File: config.mk
export PLATFORM = sky130hd
export DESIGN_NAME = tx_thrtl_ctl
export DESIGN_NICKNAME = d
export VERILOG_FILES = /design/src/common/tx_thrtl_pkg.sv /design/src/source/tx_thrtl_ctl.sv /design/src/throttle/thrtl_fsm.sv /design/src/throttle/pm_state_monitor.sv /design/src/throttle/cfg_req_monitor.sv /design/src/throttle/tbuf_link_monitor.sv
export VERILOG_INCLUDE_DIRS = /design/src /design/src/common
export SDC_FILE = /design/constraint.sdc
export NUM_CORES = 1
export LEC_CHECK = 0
export BUFFER_PORTS_ARGS = -buffer_cell sky130_fd_sc_hd__buf_2
export CORE_AREA = 2 2 52 54
export DETAILED_ROUTE_END_ITERATION = 7
export DIE_AREA = 0 0 54 56
export PLACE_DENSITY = 0.73
export SLEW_MARGIN = 20
export SYNTH_ARGS = -nofsm -noshare
export SYNTH_HDL_FRONTEND = slang
export SYNTH_HIERARCHICAL = 1
export SYNTH_SLANG_ARGS = --single-unit
export TNS_END_PERCENT = 50
File: constraint.sdc
create_clock -name user_clk -period 2.3 [get_ports user_clk]
set_input_delay 0.69 -clock user_clk [delete_from_list [all_inputs] [get_ports user_clk]]
set_output_delay 0.69 -clock user_clk [all_outputs]
set_load 0.1 [all_outputs]
File: src/common/tx_thrtl_defs.svh
`ifndef TX_THRTL_DEFS_SVH
`define TX_THRTL_DEFS_SVH

// ------------------------------------------------------------
// Transmit throttle sizing
// ------------------------------------------------------------

// Width of the user transmit stream, either 64 or 128
// The buffer thresholds below are the only things derived from it
`define TX_DATA_WIDTH 64

// Buffer count at or below which the user is held off
`define TBUF_AV_MIN ((`TX_DATA_WIDTH == 128) ? 6'd5 : 6'd1)

// Near-empty threshold, one above the minimum
`define TBUF_AV_GAP (`TBUF_AV_MIN + 6'd1)

// Throttled cycles a packet gets to soak into the block before the
// buffer count is trusted again
`define TBUF_GAP_TIME ((`TX_DATA_WIDTH == 128) ? 3'd4 : 3'd1)

// Cycles for a configuration grant to sink into the block
`define TCFG_LATENCY_TIME 2'd2

`endif
File: src/common/tx_thrtl_pkg.sv
`default_nettype none

package tx_thrtl_pkg;

  // ------------------------------------------------------------
  // Link-state code reported by the block
  // ------------------------------------------------------------

  // Only the codes the endpoint throttle cares about are named
  // Other codes can appear on the wire and simply match nothing
  typedef enum logic [2:0] {
    LINK_L0             = 3'b000,
    LINK_PPM_L1         = 3'b001,
    LINK_PPM_L1_TRANS   = 3'b101,
    LINK_PPM_L23R_TRANS = 3'b110
  } link_state_e;

  // ------------------------------------------------------------
  // User stream control bits
  // ------------------------------------------------------------

  // The throttle never looks at data, so a beat is just these two bits
  typedef struct packed {
    logic tvalid;
    logic tlast;
  } axis_beat_t;

  // ------------------------------------------------------------
  // One throttle reason as seen by the state machine
  // ------------------------------------------------------------

  // The trigger is combinational and lets the machine drop ready
  // as early as possible
  // The held flag is registered and keeps the machine in THROTTLE
  typedef struct packed {
    logic trig;
    logic held;
  } thrtl_cause_t;

endpackage

`default_nettype wire

File: src/source/tx_thrtl_ctl.sv
`timescale 1ns/1ns
`default_nettype none

module tx_thrtl_ctl (
  input  logic                      user_clk,
  input  logic                      user_rst,
  input  tx_thrtl_pkg::axis_beat_t  s_axis_tx,
  input  logic                      user_tcfg_gnt,
  input  logic                      user_turnoff_ok,
  input  logic [5:0]                trn_tbuf_av,
  input  logic                      trn_tdst_rdy,
  input  logic                      trn_lnk_up,
  input  logic                      trn_tcfg_req,
  input  tx_thrtl_pkg::link_state_e cfg_pcie_link_state,
  input  logic                      cfg_to_turnoff,
  output logic                      trn_tcfg_gnt,
  output logic                      cfg_turnoff_ok,
  output logic                      tready_thrtl
);
  import tx_thrtl_pkg::*;

  // One cause per throttle reason
  thrtl_cause_t link;
  thrtl_cause_t min;
  thrtl_cause_t gap;
  thrtl_cause_t cfg;
  thrtl_cause_t l1;
  thrtl_cause_t l23;

  // Feedback from the state machine and between monitors
  logic in_throttle;
  logic cfg_exit;
  logic gnt_pending;
  logic turnoff_pending;

  // ------------------------------------------------------------
  // Reason monitors
  // ------------------------------------------------------------

  tbuf_link_monitor i_tbuf_link_monitor (
    .user_clk     (user_clk),
    .user_rst     (user_rst),
    .s_axis_tx    (s_axis_tx),
    .ready        (tready_thrtl),
    .in_throttle  (in_throttle),
    .cfg_exit     (cfg_exit),
    .trn_tbuf_av  (trn_tbuf_av),
    .trn_lnk_up   (trn_lnk_up),
    .trn_tdst_rdy (trn_tdst_rdy),
    .link         (link),
    .min          (min),
    .gap          (gap)
  );

  cfg_req_monitor i_cfg_req_monitor (
    .user_clk      (user_clk),
    .user_rst      (user_rst),
    .trn_tcfg_req  (trn_tcfg_req),
    .trn_tdst_rdy  (trn_tdst_rdy),
    .user_tcfg_gnt (user_tcfg_gnt),
    .tcfg_gnt      (trn_tcfg_gnt),
    .cfg           (cfg),
    .cfg_exit      (cfg_exit),
    .gnt_pending   (gnt_pending)
  );

  pm_state_monitor i_pm_state_monitor (
    .user_clk            (user_clk),
    .user_rst            (user_rst),
    .cfg_pcie_link_state (cfg_pcie_link_state),
    .cfg_to_turnoff      (cfg_to_turnoff),
    .user_turnoff_ok     (user_turnoff_ok),
    .turnoff_ok          (cfg_turnoff_ok),
    .l1                  (l1),
    .l23                 (l23),
    .turnoff_pending     (turnoff_pending)
  );

  // ------------------------------------------------------------
  // Throttle state machine
  // ------------------------------------------------------------

  thrtl_fsm i_thrtl_fsm (
    .user_clk        (user_clk),
    .user_rst        (user_rst),
    .s_axis_tx       (s_axis_tx),
    .link            (link),
    .min             (min),
    .gap             (gap),
    .cfg             (cfg),
    .l1              (l1),
    .l23             (l23),
    .gnt_pending     (gnt_pending),
    .turnoff_pending (turnoff_pending),
    .tready_thrtl    (tready_thrtl),
    .in_throttle     (in_throttle),
    .trn_tcfg_gnt    (trn_tcfg_gnt),
    .cfg_turnoff_ok  (cfg_turnoff_ok)
  );

endmodule

`default_nettype wire

File: src/throttle/thrtl_fsm.sv
`timescale 1ns/1ns
`default_nettype none

module thrtl_fsm (
  input  logic                       user_clk,
  input  logic                       user_rst,
  input  tx_thrtl_pkg::axis_beat_t   s_axis_tx,
  input  tx_thrtl_pkg::thrtl_cause_t link,
  input  tx_thrtl_pkg::thrtl_cause_t min,
  input  tx_thrtl_pkg::thrtl_cause_t gap,
  input  tx_thrtl_pkg::thrtl_cause_t cfg,
  input  tx_thrtl_pkg::thrtl_cause_t l1,
  input  tx_thrtl_pkg::thrtl_cause_t l23,
  input  logic                       gnt_pending,
  input  logic                       turnoff_pending,
  output logic                       tready_thrtl,
  output logic                       in_throttle,
  output logic                       trn_tcfg_gnt,
  output logic                       cfg_turnoff_ok
);

  typedef enum logic {
    ST_IDLE     = 1'b0,
    ST_THROTTLE = 1'b1
  } state_e;

  state_e state;
  state_e state_nxt;
  logic   ready_nxt;
  logic   in_pkt_q;
  logic   in_pkt;
  logic   pkt_ending;
  logic   thrtl_ok;
  logic   any_trig;
  logic   any_held;
  logic   take;
  logic   grant_window;
  logic   cfg_owed;

  // ------------------------------------------------------------
  // Packet tracking
  // ------------------------------------------------------------

  always_ff @(posedge user_clk) begin
    if (user_rst) begin
      in_pkt_q <= 1'b0;
    end else if (s_axis_tx.tvalid && s_axis_tx.tlast) begin
      in_pkt_q <= 1'b0;
    end else if (s_axis_tx.tvalid && tready_thrtl) begin
      in_pkt_q <= 1'b1;
    end
  end

  // Ready is registered, so this has to be true one cycle ahead
  // of the stall; cutting a packet in the middle is never allowed
  assign in_pkt     = s_axis_tx.tvalid || in_pkt_q;
  assign pkt_ending = s_axis_tx.tvalid && s_axis_tx.tlast;
  assign thrtl_ok   = !in_pkt || pkt_ending || !tready_thrtl;

  assign any_trig = link.trig || min.trig || gap.trig || cfg.trig || l1.trig || l23.trig;
  assign any_held = link.held || min.held || gap.held || cfg.held || l1.held || l23.held;

  // ------------------------------------------------------------
  // Next state and ready
  // ------------------------------------------------------------

  // Moving from IDLE into THROTTLE on a held cause
  assign take = (state == ST_IDLE) && any_held && thrtl_ok;

  always_comb begin
    state_nxt = state;
    ready_nxt = 1'b0;
    case (state)
      ST_IDLE: begin
        if (take) begin
          state_nxt = ST_THROTTLE;
        end else begin
          // Drop ready early on a fresh trigger without changing state
          ready_nxt = !(thrtl_ok && any_trig);
        end
      end
      ST_THROTTLE: begin
        // Leave only once every held flag has gone
        if (!any_held) begin
          state_nxt = ST_IDLE;
          ready_nxt = !any_trig;
        end
      end
      default: begin
        state_nxt = ST_IDLE;
      end
    endcase
  end

  always_ff @(posedge user_clk) begin
    if (user_rst) begin
      state        <= ST_THROTTLE;
      tready_thrtl <= 1'b0;
    end else begin
      state        <= state_nxt;
      tready_thrtl <= ready_nxt;
    end
  end

  assign in_throttle = (state == ST_THROTTLE);

  // ------------------------------------------------------------
  // Grants
  // ------------------------------------------------------------

  // Grants go out on entry to THROTTLE or while in it
  // The config grant wins when both are owed
  assign grant_window   = take || in_throttle;
  assign cfg_owed       = cfg.held && gnt_pending;
  assign trn_tcfg_gnt   = grant_window && cfg_owed;
  assign cfg_turnoff_ok = grant_window && !cfg_owed && turnoff_pending;

endmodule

`default_nettype wire

File: src/throttle/pm_state_monitor.sv
`timescale 1ns/1ns
`default_nettype none

module pm_state_monitor (
  input  logic                       user_clk,
  input  logic                       user_rst,
  input  tx_thrtl_pkg::link_state_e  cfg_pcie_link_state,
  input  logic                       cfg_to_turnoff,
  input  logic                       user_turnoff_ok,
  input  logic                       turnoff_ok,
  output tx_thrtl_pkg::thrtl_cause_t l1,
  output tx_thrtl_pkg::thrtl_cause_t l23,
  output logic                       turnoff_pending
);
  import tx_thrtl_pkg::*;

  link_state_e link_state_d;
  logic        l1_trig;
  logic        l1_held;
  logic        to_turnoff_q;
  logic        user_ok_q;
  logic        l23_trig;
  logic        l23_held;

  // ------------------------------------------------------------
  // PPM L1 entry
  // ------------------------------------------------------------

  // Entry shows up as L0 followed directly by the L1 transition code
  assign l1_trig = (link_state_d == LINK_L0) &&
                   (cfg_pcie_link_state == LINK_PPM_L1_TRANS);

  always_ff @(posedge user_clk) begin
    if (user_rst) begin
      l1_held      <= 1'b0;
      link_state_d <= LINK_L0;
    end else begin
      if (l1_trig) begin
        l1_held <= 1'b1;
      end else if (cfg_pcie_link_state == LINK_L0) begin
        l1_held <= 1'b0;
      end
      link_state_d <= cfg_pcie_link_state;
    end
  end

  // ------------------------------------------------------------
  // L2/3 turnoff
  // ------------------------------------------------------------

  // The block pulses cfg_to_turnoff only once, so it is caught here
  // and kept until reset
  assign l23_trig = to_turnoff_q && user_ok_q;

  always_ff @(posedge user_clk) begin
    if (user_rst) begin
      to_turnoff_q    <= 1'b0;
      user_ok_q       <= 1'b0;
      l23_held        <= 1'b0;
      turnoff_pending <= 1'b0;
    end else begin
      if (cfg_to_turnoff) begin
        to_turnoff_q <= 1'b1;
      end
      user_ok_q <= user_turnoff_ok;

      // Nothing leaves L2/3 except a full reset
      if (l23_trig) begin
        l23_held <= 1'b1;
      end

      // The first trigger alone owes the block its one turnoff grant
      if (l23_trig && !l23_held) begin
        turnoff_pending <= 1'b1;
      end else if (turnoff_ok) begin
        turnoff_pending <= 1'b0;
      end
    end
  end

  assign l1  = '{trig: l1_trig, held: l1_held};
  assign l23 = '{trig: l23_trig, held: l23_held};

endmodule

`default_nettype wire

File: src/throttle/cfg_req_monitor.sv
`timescale 1ns/1ns
`default_nettype none
`include "tx_thrtl_defs.svh"

module cfg_req_monitor (
  input  logic                       user_clk,
  input  logic                       user_rst,
  input  logic                       trn_tcfg_req,
  input  logic                       trn_tdst_rdy,
  input  logic                       user_tcfg_gnt,
  input  logic                       tcfg_gnt,
  output tx_thrtl_pkg::thrtl_cause_t cfg,
  output logic                       cfg_exit,
  output logic                       gnt_pending
);

  logic       user_gnt_q;
  logic       req_d;
  logic       dst_rdy_d;
  logic       req_rise;
  logic [1:0] lat_cnt;
  logic       cfg_trig;
  logic       cfg_held;
  logic       exit_seen;

  // ------------------------------------------------------------
  // Request detection
  // ------------------------------------------------------------

  // The user permission is registered before it can trigger anything
  assign cfg_trig = trn_tcfg_req && user_gnt_q;
  assign req_rise = trn_tcfg_req && !req_d;

  // Once the grant has had time to sink in, the block keeps
  // destination ready low until the response is out
  // Its return high marks the end of the response
  assign exit_seen = (lat_cnt == 2'd0) && !dst_rdy_d && trn_tdst_rdy;

  // Only an exit of an active throttle feeds the gap reason
  assign cfg_exit = cfg_held && exit_seen;

  always_ff @(posedge user_clk) begin
    if (user_rst) begin
      cfg_held    <= 1'b0;
      gnt_pending <= 1'b0;
      lat_cnt     <= 2'd0;
      user_gnt_q  <= 1'b0;
      req_d       <= 1'b0;
      dst_rdy_d   <= 1'b1;
    end else begin
      if (cfg_trig) begin
        cfg_held <= 1'b1;
      end else if (exit_seen) begin
        cfg_held <= 1'b0;
      end

      // Each request edge is owed exactly one grant pulse
      if (req_rise) begin
        gnt_pending <= 1'b1;
      end else if (tcfg_gnt) begin
        gnt_pending <= 1'b0;
      end

      // Latency timer restarts while a grant is still outstanding
      if (req_rise || gnt_pending) begin
        lat_cnt <= `TCFG_LATENCY_TIME;
      end else if (lat_cnt != 2'd0) begin
        lat_cnt <= lat_cnt - 2'd1;
      end

      user_gnt_q <= user_tcfg_gnt;
      req_d      <= trn_tcfg_req;
      dst_rdy_d  <= trn_tdst_rdy;
    end
  end

  assign cfg = '{trig: cfg_trig, held: cfg_held};

endmodule

`default_nettype wire

File: src/throttle/tbuf_link_monitor.sv
`timescale 1ns/1ns
`default_nettype none
`include "tx_thrtl_defs.svh"

module tbuf_link_monitor (
  input  logic                       user_clk,
  input  logic                       user_rst,
  input  tx_thrtl_pkg::axis_beat_t   s_axis_tx,
  input  logic                       ready,
  input  logic                       in_throttle,
  input  logic                       cfg_exit,
  input  logic [5:0]                 trn_tbuf_av,
  input  logic                       trn_lnk_up,
  input  logic                       trn_tdst_rdy,
  output tx_thrtl_pkg::thrtl_cause_t link,
  output tx_thrtl_pkg::thrtl_cause_t min,
  output tx_thrtl_pkg::thrtl_cause_t gap
);

  logic       link_trig;
  logic       link_held;
  logic       min_trig;
  logic       min_held;
  logic       gap_trig_tlast;
  logic       gap_trig_decr;
  logic       gap_trig;
  logic       gap_held;
  logic [2:0] gap_cnt;
  logic [5:0] tbuf_av_d;

  // ------------------------------------------------------------
  // Link down
  // ------------------------------------------------------------

  // Held from reset until the block first reports destination ready
  assign link_trig = !trn_lnk_up;

  always_ff @(posedge user_clk) begin
    if (user_rst) begin
      link_held <= 1'b1;
    end else if (link_trig) begin
      link_held <= 1'b1;
    end else if (trn_tdst_rdy) begin
      link_held <= 1'b0;
    end
  end

  // ------------------------------------------------------------
  // Buffers at the minimum
  // ------------------------------------------------------------

  // The held flag simply tracks the compare one cycle late
  assign min_trig = (trn_tbuf_av <= `TBUF_AV_MIN);

  always_ff @(posedge user_clk) begin
    if (user_rst) begin
      min_held <= 1'b0;
    end else begin
      min_held <= min_trig;
    end
  end

  // ------------------------------------------------------------
  // Buffers near the gap threshold
  // ------------------------------------------------------------

  // A packet just finished while buffers are low, so let it soak in
  assign gap_trig_tlast = (trn_tbuf_av <= `TBUF_AV_GAP) && s_axis_tx.tvalid &&
                          s_axis_tx.tlast && ready;

  // The count just stepped down onto the threshold
  assign gap_trig_decr = (trn_tbuf_av == `TBUF_AV_GAP) &&
                         (tbuf_av_d == (`TBUF_AV_GAP + 6'd1));

  // A finished config response also used buffers behind our back
  assign gap_trig = gap_trig_tlast || gap_trig_decr || cfg_exit;

  always_ff @(posedge user_clk) begin
    if (user_rst) begin
      gap_held  <= 1'b0;
      gap_cnt   <= 3'd0;
      tbuf_av_d <= 6'd0;
    end else begin
      if (gap_trig) begin
        gap_held <= 1'b1;
      end else if (gap_cnt == 3'd0) begin
        gap_held <= 1'b0;
      end
      // Count only while the user is really stalled for this reason
      if (gap_held && in_throttle) begin
        if (gap_cnt != 3'd0) begin
          gap_cnt <= gap_cnt - 3'd1;
        end
      end else begin
        gap_cnt <= `TBUF_GAP_TIME;
      end
      tbuf_av_d <= trn_tbuf_av;
    end
  end

  assign link = '{trig: link_trig, held: link_held};
  assign min  = '{trig: min_trig, held: min_held};
  assign gap  = '{trig: gap_trig, held: gap_held};

endmodule

`default_nettype wire

Word-level counts from Yosys, hierarchy flattened:

Cells that the tools add are included.

* register bits: 30
* bits in latches: 0
* bits in writable memories: 0
* ROM bits: 0
* bits of input ports: 19
* output and inout bits: 3
* logic and storage cells: 117
* memories: 0

* $add $sub $neg: 2
* $mul: 0
* divide/modulo/power cells: 0
* $lt $le $gt $ge: 2
* eq/ne operators: 4
* shifts and indexed selects: 0
* multiplexer cells: 20
* bitwise gates (word level): 3
* reduce and logical (&&, ||, !) cells: 64

Operator list (number)
* 1-bit logical AND: 22
* 1-bit logical OR: 17
* 1-bit 2-to-1 mux: 16
* 2-bit nonzero test: 7
* 6-bit by 2-bit equality test with 1-bit output (second input constant): 2
* 1-bit zero test: 9
* 3-bit zero test: 3
* 2-bit OR reduction: 4
* 6-bit by 1-bit less-or-equal comparator with 1-bit output (second input constant): 1
* 6-bit by 2-bit less-or-equal comparator with 1-bit output (second input constant): 1
* 2-bit 2-to-1 mux: 2
* 1-bit one-hot mux with 2 select lines: 2
* 3-bit equality test (second input constant): 1
* 1-bit NOT: 3
* 3-bit nonzero test: 1
* 3-bit by 1-bit subtractor with 3-bit output (second input constant): 1
* 2-bit zero test: 1
* 2-bit inequality test (second input constant): 1
* 2-bit by 1-bit subtractor with 2-bit output (second input constant): 1

Depth between registers and ports, before layout:

* depth after elaboration: 14
* gate-level depth with buffers: 6
* depth with buffers taken out: 5

Cells and area by module:

Netlist, hierarchy kept.

Modules (own cells, without submodules)
* tbuf_link_monitor: instances 1, cells each 54, area an instance 530.5 um2, sequential area each 240.2 um2
* pm_state_monitor: instances 1, cells each 30, area an instance 309.0 um2, sequential area each 160.2 um2
* cfg_req_monitor: instances 1, cells each 26, area an instance 260.2 um2, sequential area each 140.1 um2
* thrtl_fsm: instances 1, cells each 20, area an instance 182.7 um2, sequential area each 60.1 um2

Worst setup path before layout:

Ideal clock, no wire load.

* path type: flip-flop to output port
* start point: register i_thrtl_fsm.tready_thrtl
* end point: output port cfg_turnoff_ok
* arrival: 2998 ps
* required time: 1610 ps
* setup slack: -1388 ps
* stages on the path, launching flop included: 4
* path buffers: 0
* cells stage by stage: dfxtp_1 inv_1 a2111oi_2 nor3_1

* cells in the longest elaborated chain, start to end: 6

Ends and longest elaborated chain
* start, declared: line thrtl_fsm.sv:16 `output logic tready_thrtl,`
* start signal, assigned: line thrtl_fsm.sv:101 `tready_thrtl <= ready_nxt;`
* 1-bit zero test: line thrtl_fsm.sv:58 `assign thrtl_ok = !in_pkt || pkt_ending || !tready_thrtl;`
* 1-bit logical OR: line thrtl_fsm.sv:58
* 1-bit logical AND: line thrtl_fsm.sv:68 `assign take = (state == ST_IDLE) && any_held && thrtl_ok;`
* 1-bit logical OR: line thrtl_fsm.sv:113 `assign grant_window = take || in_throttle;`
* 1-bit logical AND (2 in a row): line thrtl_fsm.sv:116 `assign cfg_turnoff_ok = grant_window && !cfg_owed && turnoff_pending;`
* end, declared: line tx_thrtl_ctl.sv:17 `output logic cfg_turnoff_ok,`

No other way between the ends.

Final worst setup path:

* start point: register i_tbuf_link_monitor.min_held
* end point: output port trn_tcfg_gnt

* cells in the longest elaborated chain, start to end: 9

Ends and longest elaborated chain
* start, declared: line tbuf_link_monitor.sv:23 `logic min_held;`
* start signal, assigned: line tbuf_link_monitor.sv:59 `min_held <= min_trig;`
* 1-bit logical OR (5 in a row): line thrtl_fsm.sv:61 `assign any_held = link.held || min.held || gap.held || cfg.held || l1.held || l23.held;`
* 1-bit logical AND (2 in a row): line thrtl_fsm.sv:68
* 1-bit logical OR: line thrtl_fsm.sv:113
* 1-bit logical AND: line thrtl_fsm.sv:115 `assign trn_tcfg_gnt = grant_window && cfg_owed;`
* end, declared: line tx_thrtl_ctl.sv:16 `output logic trn_tcfg_gnt,`

No other way between the ends.

==> results.json <==
{
  "outcome": "finished with violations",
  "violations": "negative setup slack",
  "rows": 18,
  "critical_path.top_delay_family": "simple AND/OR/NAND/NOR gates",
  "layout-drive-gt1-share_pct": 32.43,
  "synth_seq_cells": 30,
  "setup_viol": 2,
  "final_cell_mix": "dfxtp_1, buf_2, nor2b_1, inv_1",
  "antenna_found_initial": 0,
  "rr_endpoint": "i_pm_state_monitor/turnoff_pending",
  "worst_slew_pin_slew_ns": 0.5464,
  "grt_usage_pct": 15.63,
  "cts-root-buf": "clkbuf_4",
  "grt_pass1_wl_um": 3318,
  "seq_area_um2": 603.1,
  "reg2reg_depth": 6,
  "clk_latency_ns": 0.32,
  "cp_max_fo": 2,
  "crit_chain": "or4_4 -> nor4_4 -> buf_4 -> nor3_4 -> buf_12",
  "first_global_vias": 824,
  "worstSetupEndpointType": "primary output",
  "fin_ws_ns": -0.1284,
  "multi_input_area_um2": 604.3,
  "area_growth_pct": 16.10,
  "numClockSinks": 30,
  "n_antenna_cell": 0,
  "power_frac_seq_pct": 57.2,
  "synth_area_um2": 1282,
  "dp_hpwl_um": 1530,
  "p_total_w": 0.0009736,
  "cp_num_buf_inv": 2,
  "fin_crit_ns": 2.428,
  "drv_slew": 0,
  "hold_buffers": 0,
  "io_buffers": 21,
  "cap_violations": 0,
  "holdPathStages": 1,
  "final_area_um2": 1489,
  "max_freq_mhz": 411.8,
  "ir_worst_vdd_v": 0.0004229,
  "cell_internal_pwr_w": 0.0007371,
  "die-width_um": 54,
  "place_area_um2": 1419,
  "coreArea_um2": 2432,
  "swShare_pct": 24.29,
  "vias": 921,
  "cts_setup_buffers": 0,
  "gr-total-overflow": 0,
  "hold_violations": 0,
  "r2r_slack_ns": 0.71,
  "worstSetupPathType": "flip-flop to primary output",
  "drt_first_iter_violations": 9,
  "ant_nets": 0,
  "wl_per_cell_um": 11.10,
  "n_fill_cell": 221,
  "grt_max_degree": 34,
  "layout_commonest_cell": "dfxtp_1",
  "numCtsBuffers": 5,
  "die_area_um2": 3024,
  "io_pins": 22,
  "ys_seq_area_share_pct": 46.83,
  "wl_um": 1976,
  "netlist_instances": 130,
  "place_congestion": 0.6919,
  "reg2reg_from": "i_tbuf_link_monitor/min_held",
  "cp.required_ns": 1.61,
  "slowest_delay_ns": 0.57,
  "ys_warn_count": 6,
  "combPwrFrac_pct": 10.4,
  "pre_cts_ws_ns": 0.03477,
  "p_leak_nw": 0.5808,
  "initial_core_util_pct": 52.73,
  "final_min_period_over_clock_period_pct": 105.6,
  "cts_tree": "done",
  "clkPwrFrac_pct": 32.5,
  "hp-start": "i_tbuf_link_monitor/gap_held",
  "worstPathArrival_ns": 1.74,
  "synth.net_count": 151,
  "vias_per_cell": 5.174,
  "clk_pin_slew_worst_paths_ns": 0.09,
  "yosysUniqueCellTypes": 40,
  "rsz0062_at_grt": "yes",
  "clock_skew_ns": 0.007083,
  "power.density_nw_per_um2": 653.9,
  "slowest_stage": "or4_4",
  "drc": 0,
  "cts_buffer_depth": 2,
  "nets": 168,
  "slew_headroom_pct": 63.57,
  "whs_endpoint": "i_tbuf_link_monitor/gap_cnt[0]",
  "p_sw_w": 0.0002365,
  "drtPass1Iterations": 4,
  "post_synth.cell_area_avg_um2": 9.865,
  "holdWs_ns": 0.4734,
  "worst_setup_path_start_kind": "flip-flop",
  "die_height_um": 56,
  "htree_num_levels": 2,
  "hp-class": "flip-flop to flip-flop"
}
## timing repair
action,4_1_cts,5_1_grt
pin swaps,0,0
gates resized for setup,0,2
setup endpoints to repair,2,2
## metrics by stage
step / setup TNS (ns) / utilization (%) / cells
finish: -0.2534 / 61.21 / 178
global route: -0.4042 / 61.21 / 178
CTS: -0.3059 / 60.80 / 178
detailed placement: 0 / 58.33 / 170
global placement: 0 / 58.33 / 170
floorplan: 0 / - / 130
## logic make-up (layout without fill, tap and decap cells)
kind of cell             count (synthesis)  count (layout)  synth area share (%)
XOR/XNOR                                 1               1                0.6831
buffers and inverters                   22              40                 10.05
AND/OR/NAND/NOR                         56              56                 29.46
multiplexers                             1               1                0.7805
AO/OA/AOI/OAI                           18              18                 10.24
flip-flops                              30              30                 46.83
adder cells (fa/ha/maj)                  2               2                 1.951
## state kept, by name, summed over array words and instances, names as in the netlist, 2 cells and up
name	flops
i_tbuf_link_monitor/gap_cnt	3
i_tbuf_link_monitor/tbuf_av_d	6
i_cfg_req_monitor/lat_cnt	2
i_pm_state_monitor/link_state_d	3
## cell type report
cell class / count / share of cell area, %
Clock inverter: 1 / 0.3361
Timing Repair Buffer: 23 / 10.08
Sequential cell: 30 / 40.50
Tap cell: 30 / 2.521
Multi-Input combinational cell: 78 / 40.59
Inverter: 9 / 2.269
Clock buffer: 7 / 3.697
## power groups by stage
stage	Combinational (W)	Clock [W]	Sequential (W)
final	0.000101	0.000316	0.000557
after global routing	0.000112	0.000352	0.000560
after CTS	0.000102	0.000326	0.000556
after detailed placement	0.000101	0	0.000569
after global placement	0.0000982	0	0.000568
after floorplan	0.0000704	0	0.000566
## worst reg2reg max path: stages, from the launching register on
cell and delay, ns:
dfxtp_1 0.32, or4_4 0.57, nor4_4 0.14, buf_4 0.17, nor3_4 0.05, nand2b_1 0.14, a21oi_1 0.13
## routing by layer
metal / global-route usage, % / up-vias / wire length [µm]
met4: 9.643 / 0 / 53
met3: 8.065 / 5 / 92
met2: 24.56 / 18 / 990
li1: - / 473 / -
met5: 0 / - / 0
met1: 15.82 / 425 / 840
## synthesized netlist by cell type (all sizes together)
master	count	area, µm²
dfxtp	30	600.6
mux2i	1	10.01
o21ai	1	5.000
nand3b	2	15.01
nor4	4	31.28
and3	1	6.260
o21bai	1	7.510
nor2	8	30.03
a32o	1	10.01
o32ai	1	8.760
nor2b	12	77.58
buf	13	95.09
nand2	7	26.28
inv	9	33.78
xnor2	1	8.760
and4	1	10.01
a31oi	2	12.51
a41oi	1	8.760
a2111oi	2	25.02
a211oi	1	7.510
or3b	1	8.760
or4	2	22.52
nor4b	1	15.01
or4b	1	13.76
a21oi	5	25.02
or2	1	6.260
nor3b	1	12.51
a211o	1	8.760
o22ai	2	12.51
and2	2	12.51
nand2b	5	38.78
nor3	7	51.30
ha	2	25.02
## worst max-delay path by stage
stage                            startpoint              to  slack, ns  cells after the start
2_1_floorplan                  s_axis_tx[1]  cfg_turnoff_ok      0.006                      3
3_3_place_gp                   s_axis_tx[0]    trn_tcfg_gnt       0.05                      5
3_5_place_dp                   s_axis_tx[0]    trn_tcfg_gnt       0.03                      5
4_1_cts        i_tbuf_link_monitor/min_held    trn_tcfg_gnt      -0.15                      5
5_1_grt        i_tbuf_link_monitor/min_held    trn_tcfg_gnt      -0.20                      5
6_report       i_tbuf_link_monitor/min_held    trn_tcfg_gnt      -0.13                      5
Note: power is estimated with default switching activity, not from simulation.
